===== src/source/saturn_dbg_pkg.sv =====
// Shared constants for the register-dump debugger
// Register codes, dump layout states, field label text and hex conversion
package saturn_dbg_pkg;

    localparam int CHAR_W      = 8;             // One ASCII character
    localparam int PC_W        = 20;            // PC and return-stack values
    localparam int PC_NIBBLES  = 5;
    localparam int ST_W        = 16;
    localparam int HST_W       = 4;
    localparam int REG_NIBBLES = 16;            // 64-bit working registers
    localparam int RSTK_DEPTH  = 8;
    localparam int RSTK_PTR_W  = 3;
    localparam int ALU_REG_W   = 5;
    localparam int DUMP_LEN    = 183;           // Characters in one snapshot

    // Label text is right aligned in an eight character field
    localparam int LBL_W = 8 * CHAR_W;

    localparam logic [LBL_W-1:0] LBL_PC   = "PC: ";
    localparam logic [LBL_W-1:0] LBL_MODE = " h: ";
    localparam logic [LBL_W-1:0] LBL_RP   = " rp: ";
    localparam logic [LBL_W-1:0] LBL_P    = "P: ";
    localparam logic [LBL_W-1:0] LBL_HST  = " HST: ";
    localparam logic [LBL_W-1:0] LBL_ST   = " ST: ";
    localparam logic [LBL_W-1:0] LBL_C    = "C: ";
    localparam logic [LBL_W-1:0] LBL_DEC  = "DEC";
    localparam logic [LBL_W-1:0] LBL_HEX  = "HEX";

    localparam int LBL_PC_LEN   = 4;
    localparam int LBL_MODE_LEN = 4;
    localparam int LBL_RP_LEN   = 5;
    localparam int LBL_P_LEN    = 3;
    localparam int LBL_HST_LEN  = 6;
    localparam int LBL_ST_LEN   = 5;
    localparam int LBL_C_LEN    = 3;
    localparam int LBL_RSTK_LEN = 7;            // "RSTKn: "
    localparam int MODE_TXT_LEN = 3;            // DEC or HEX

    typedef enum logic [ALU_REG_W-1:0] {
        ALU_REG_C    = 5'd2,
        ALU_REG_NONE = 5'd31
    } alu_reg_t;

    // One state per field of the snapshot, in output order
    typedef enum logic [3:0] {
        DUMP_PC, DUMP_MODE, DUMP_RP, DUMP_NL0,
        DUMP_P, DUMP_HST, DUMP_ST, DUMP_NL1,
        DUMP_CREG, DUMP_NL2, DUMP_RSTK, DUMP_DONE
    } dump_state_t;

    function automatic logic [CHAR_W-1:0] hex_char(input logic [3:0] nibble);
        if (nibble < 4'd10) begin
            return CHAR_W'("0") + CHAR_W'(nibble);
        end
        return CHAR_W'("A") + CHAR_W'(nibble) - CHAR_W'(10);
    endfunction

endpackage


===== src/source/char_fifo.sv =====
// Small valid/ready FIFO for dump characters
// Each entry holds one character and its last-character flag
`timescale 1ns/100ps

module char_fifo import saturn_dbg_pkg::*; #(
    parameter int DEPTH = 4                      // Power of two
) (
    input  logic              i_clk,
    input  logic              i_reset,
    input  logic [CHAR_W-1:0] i_char,
    input  logic              i_last,
    input  logic              i_valid,
    input  logic              i_ready,
    output logic              o_ready,
    output logic [CHAR_W-1:0] o_char,
    output logic              o_last,
    output logic              o_valid
);

    logic [CHAR_W:0]            mem [DEPTH];     // {last, char}
    logic [$clog2(DEPTH)-1:0]   wr_ptr;
    logic [$clog2(DEPTH)-1:0]   rd_ptr;
    logic [$clog2(DEPTH):0]     count;
    logic                       push;
    logic                       pop;

    assign o_ready = !count[$clog2(DEPTH)];      // Top bit only set when full
    assign o_valid = (count != '0);
    assign push    = i_valid && o_ready;
    assign pop     = o_valid && i_ready;

    assign {o_last, o_char} = mem[rd_ptr];

    always_ff @(posedge i_clk) begin
        if (push) begin
            mem[wr_ptr] <= {i_last, i_char};
        end
    end

    always_ff @(posedge i_clk) begin
        if (i_reset) begin
            wr_ptr <= '0;
            rd_ptr <= '0;
            count  <= '0;
        end else begin
            if (push) begin
                wr_ptr <= wr_ptr + 1'b1;
            end
            if (pop) begin
                rd_ptr <= rd_ptr + 1'b1;
            end
            if (push && !pop) begin
                count <= count + 1'b1;
            end else if (pop && !push) begin
                count <= count - 1'b1;
            end
        end
    end

endmodule


===== config.mk =====
export PLATFORM = sky130hd
export DESIGN_NAME = char_fifo
export DESIGN_NICKNAME = d
export VERILOG_FILES = /design/src/source/saturn_dbg_pkg.sv /design/src/source/char_fifo.sv
export SDC_FILE = /design/constraint.sdc
export NUM_CORES = 1
export LEC_CHECK = 0
export BUFFER_PORTS_ARGS = -buffer_cell sky130_fd_sc_hd__buf_2
export CORE_ASPECT_RATIO = 0.7
export CORE_MARGIN = 2
export CORE_UTILIZATION = 40
export DETAILED_ROUTE_END_ITERATION = 8
export GPL_ROUTABILITY_DRIVEN = 0
export PLACE_DENSITY_LB_ADDON = 0.2
export SLEW_MARGIN = 20
export SYNTH_ARGS = -nofsm -noshare
export SYNTH_HDL_FRONTEND = slang
export SYNTH_SLANG_ARGS = --single-unit

===== constraint.sdc =====
create_clock -name i_clk -period 3.5 [get_ports i_clk]
set_clock_uncertainty 0.2 [all_clocks]
set_input_delay 0.35 -clock i_clk [delete_from_list [all_inputs] [get_ports i_clk]]
set_output_delay 0.35 -clock i_clk [all_outputs]
set_load 0.02 [all_outputs]

==> report_table.html <==
<table>
<tr><th>Metric</th><th>Value</th></tr>
<tr><th colspan="2">STA</th></tr>
<tr><td>Unrepaired setup endpoints after global routing</td><td>no</td></tr>
<tr><td>Final setup vio count</td><td>0</td></tr>
<tr><td>Setup TNS after final layout</td><td>0 ns</td></tr>
<tr><td>Final cycle utilization of the critical path</td><td>0.675</td></tr>
<tr><td>Slew at the pin closest to its max-slew limit</td><td>0.638 ns</td></tr>
<tr><td>Highest clock frequency the design can meet</td><td>0.423 GHz</td></tr>
<tr><td>Final Hold Violating Endpoints</td><td>0</td></tr>
<tr><td>Worst slew margin</td><td>0.574</td></tr>
<tr><td>Slew Viols, Final</td><td>0</td></tr>
<tr><td>Post-route minimum period</td><td>2.36 ns</td></tr>
<tr><th colspan="2">Global route</th></tr>
<tr><td>Initial antenna violation count</td><td>0</td></tr>
<tr><td>Overall track demand over capacity in global routing</td><td>0.122</td></tr>
<tr><td>Largest net degree at the start of global routing</td><td>14</td></tr>
<tr><td>Via count of the first global-routing pass</td><td>877</td></tr>
<tr><td>Overflow after GRT</td><td>0</td></tr>
<tr><td>First-pass GRT wire length</td><td>4.32 mm</td></tr>
<tr><th colspan="2">Floorplanning</th></tr>
<tr><td>Die span in y</td><td>59.5 µm</td></tr>
<tr><td>Cell Rows</td><td>20</td></tr>
<tr><td>I/O pin total</td><td>24</td></tr>
<tr><td>Total Die Area</td><td>4960 µm²</td></tr>
<tr><td>Total core area</td><td>4280 µm²</td></tr>
<tr><td>Initial cell density of the core</td><td>0.412</td></tr>
<tr><td>Horizontal extent of the die</td><td>83.3 µm</td></tr>
<tr><th colspan="2">Worst setup path</th></tr>
<tr><td>WP data arrival</td><td>2.39 ns</td></tr>
<tr><td>Master of the slowest instance on the critical path</td><td>nor2b_1</td></tr>
<tr><td>Ordered list of cells on the worst path</td><td>nor2b_1, ha_1, inv_1, fa_1, xor2_1, or3_1, a21oi_1</td></tr>
<tr><td>Critical path launch point type</td><td>flip-flop</td></tr>
<tr><td>Worst setup path class</td><td>flip-flop to flip-flop</td></tr>
<tr><td>Maximum fanout along the worst path</td><td>7</td></tr>
<tr><td>Critical path endpoint category</td><td>flip-flop</td></tr>
<tr><td>Critical path's largest stage delay</td><td>0.42 ns</td></tr>
<tr><td>Data required time of the critical path</td><td>3.52 ns</td></tr>
<tr><th colspan="2">Power and ir drop</th></tr>
<tr><td>Share of power burned in registers</td><td>0.520</td></tr>
<tr><td>Largest voltage drop on the vdd net</td><td>0.298 mV</td></tr>
<tr><td>Internal power summed over all cells</td><td>981 µW</td></tr>
<tr><td>Areal power density over the cells</td><td>709 nW/µm²</td></tr>
<tr><td>Fraction of power consumed by the clock network</td><td>0.205</td></tr>
<tr><td>Net switching power figure</td><td>440 µW</td></tr>
<tr><td>Leakage power of the design</td><td>0.711 nW</td></tr>
<tr><td>Switching power as a share of total power</td><td>0.310</td></tr>
<tr><td>Share of total power in combinational logic</td><td>0.275</td></tr>
<tr><th colspan="2">Flow run</th></tr>
<tr><td>Max-cap violations</td><td>0</td></tr>
<tr><th colspan="2">Cells and area</th></tr>
<tr><td>Fraction of final layout cells with drive strength greater than 1</td><td>0.333</td></tr>
<tr><td>Core Util, Final</td><td>0.468</td></tr>
<tr><td>Inserted Diodes</td><td>0</td></tr>
<tr><td>Area growth from synthesis to final layout</td><td>13.6%</td></tr>
<tr><td>Number of nets in the layout</td><td>138</td></tr>
<tr><th colspan="2">Detailed routing</th></tr>
<tr><td>Detail-routed via count per cell</td><td>4.79</td></tr>
<tr><td>Routed length per instance</td><td>15.5 µm</td></tr>
<tr><td>Number of detailed-routing iterations run before antenna repair</td><td>2</td></tr>
<tr><td>WL met1</td><td>1.28 mm</td></tr>
<tr><td>Drt total wl</td><td>2.72 mm</td></tr>
<tr><td>Highest metal layer with signal wires</td><td>met4</td></tr>
<tr><td>WL met3</td><td>123 µm</td></tr>
<tr><td>Count of unresolved DRC violations after routing</td><td>0</td></tr>
<tr><td>Number of vias in the routed layout</td><td>839</td></tr>
<tr><td>Number of antenna-violating nets in the routed design</td><td>0</td></tr>
<tr><td>Count of routing violations after the opening detailed-route iteration</td><td>31</td></tr>
<tr><td>Wire length on met2</td><td>1.28 mm</td></tr>
<tr><th colspan="2">Status</th></tr>
<tr><td>Result of the run</td><td>finished clean</td></tr>
<tr><th colspan="2">Synthesis</th></tr>
<tr><td>Post-synthesis instance area</td><td>1760 µm²</td></tr>
<tr><td>Number of flip-flops and latches in the synthesized netlist</td><td>45</td></tr>
<tr><td>Post-synth net total</td><td>112</td></tr>
<tr><td>Synthesized area per cell</td><td>18.9 µm²</td></tr>
<tr><td>Yosys top cell by area</td><td>edfxtp_1</td></tr>
<tr><td>Number of warning messages in the yosys log</td><td>0</td></tr>
<tr><td>Sequential area share after synthesis</td><td>0.716</td></tr>
<tr><td>Post-synth top area share</td><td>0.614</td></tr>
<tr><td>Count of cell types in the netlist</td><td>22</td></tr>
<tr><td>Synthesized instance count</td><td>93</td></tr>
<tr><td>Leading post-synthesis cells by cell area</td><td>edfxtp_1, mux4_2, dfxtp_1</td></tr>
<tr><th colspan="2">Clocking</th></tr>
<tr><td>Post-CTS setup-driven buffer insertion count</td><td>0</td></tr>
<tr><td>Number of hold-repair buffers added at the cts stage</td><td>0</td></tr>
<tr><td>Clock latency on the worst-skew pair</td><td>0.29 ns</td></tr>
<tr><td>CTS tree</td><td>done</td></tr>
<tr><td>CTS Sinks</td><td>45</td></tr>
<tr><td>Clock transition time at the flip-flop clock pins of the worst setup and hold paths</td><td>0.08 ns</td></tr>
<tr><td>TritonCTS buffer count</td><td>5</td></tr>
<tr><td>Root Driver</td><td>clkbuf_8</td></tr>
<tr><td>Gates resized, CTS repair</td><td>0</td></tr>
<tr><td>Number of levels in the clock H-tree</td><td>2</td></tr>
<tr><td>Number of buffers on the longest clock path</td><td>2</td></tr>
<tr><th colspan="2">Hold path</th></tr>
<tr><td>Hold/Removal Path Class</td><td>input port to flip-flop</td></tr>
<tr><th colspan="2">Placed design</th></tr>
<tr><td>Number of port buffers</td><td>23</td></tr>
<tr><td>Detailed placement HPWL</td><td>1.88 mm</td></tr>
</table>
[final timing paths]
check | start | end | slack [ns] | cells past startpoint
worst max-delay path | count[2]$_SDFFE_PP0P_ | count[2]$_SDFFE_PP0P_ | 1.14 | 7
worst min-delay path | i_char[4] | mem[0][4]$_DFFE_PP_ | 0.08 | 1
worst max register to register | count[2]$_SDFFE_PP0P_ | count[2]$_SDFFE_PP0P_ | 1.14 | 7
worst min register to register | rd_ptr[1]$_SDFFE_PP0P_ | flip-flop | 0.33 | 2
[cell usage in the layout (no fill, tap or decap)]
master    count
clkbuf_8      5
and2_1        4
o31ai_4       1
clkinv_1      2
ha_1          5
a21oi_1       1
nor2b_1       1
buf_2        23
inv_1         4
o311ai_1      1
xor2_1        4
or3_1         1
nor2_1        7
edfxtp_1     36
o21ai_0       1
fa_1          1
clkinv_2      1
xnor2_1       1
or3_2         1
mux2i_1       2
mux4_2        9
dfxtp_1       9
[flip-flops by register name (all words and copies together), names as in the netlist, named ones only]
name and cells:
count 3, rd_ptr 2, mem 36, wr_ptr 2
[cells by family after synthesis]
| group | count (synthesis) | synth area share |
|---|---|---|
| buf+inv | 8 | 0.0227 |
| flops | 45 | 0.716 |
| simple gates | 14 | 0.0405 |
| compound gates | 4 | 0.0227 |
| xor+xnor | 5 | 0.0249 |
| mux | 11 | 0.126 |
| fa+ha+maj | 6 | 0.0469 |
[cell type report]
cell class / count / area [µm²]
clock buffers: 5 / 68.8
fillers: 370 / 2280
clock inverters: 3 / 12.5
well taps: 55 / 68.8
inverters: 4 / 15.0
flip-flops and latches: 45 / 1260
repair buffers: 23 / 115
multi-input cells: 40 / 460
[Yosys cell counts]
| library cell | instances |
|---|---|
| clkbuf_2 | 1 |
| mux4_2 | 9 |
| fa_1 | 1 |
| clkbuf_1 | 1 |
| mux2i_1 | 2 |
| a21oi_1 | 1 |
| and2_1 | 4 |
| nor2_1 | 7 |
| or3_2 | 1 |
| edfxtp_1 | 36 |
| or3_1 | 1 |
| buf_6 | 1 |
| xnor2_1 | 1 |
| o311ai_1 | 1 |
| dfxtp_1 | 9 |
| ha_1 | 5 |
| xor2_1 | 4 |
| inv_1 | 4 |
| o21ai_0 | 1 |
| buf_2 | 1 |
| o31ai_4 | 1 |
| nor2b_1 | 1 |
[critical path: cells and delay by family, from the launching register on]
kind                       cells  cell delay [ns]
AOI/OAI and AO/OA              1             0.14
xor gates and xnor gates       1             0.16
adders and majority gates      2             0.63
buffers and inverters          1             0.06
DFF                            1             0.38
and+or+nand+nor                2             0.73
[power groups by stage]
stage	logic (mW)	registers, mW	clock network (mW)
3_3_place_gp	0.385	0.749	0
2_1_floorplan	0.336	0.707	0
3_5_place_dp	0.395	0.755	0
5_1_grt	0.423	0.755	0.321
6_report	0.390	0.739	0.291
4_1_cts	0.397	0.744	0.301
[per-layer routing]
layer / GRT usage / vias up
li1: - / 403
met1: 0.153 / 415
met2: 0.200 / 15
met3: 0.0404 / 6
met4: 0.0492 / 0
met5: 0 / -
[per-stage QoR]
stage | worst slack, ns | hold slack (ns) | std cells | area [µm²] | total power, mW
3_5_place_dp | 1.13 | 0.320 | 167 | 1920 | 1.15
4_1_cts | 1.10 | 0.0700 | 175 | 2000 | 1.44
3_3_place_gp | 1.21 | 0.310 | 167 | 1920 | 1.13
2_1_floorplan | 1.43 | 0.249 | 93 | 1760 | 1.04
5_1_grt | 0.965 | 0.0694 | 175 | 2000 | 1.50
6_report | 1.14 | 0.0793 | 175 | 2000 | 1.42
No activity file was read; power rests on OpenSTA's default activity.
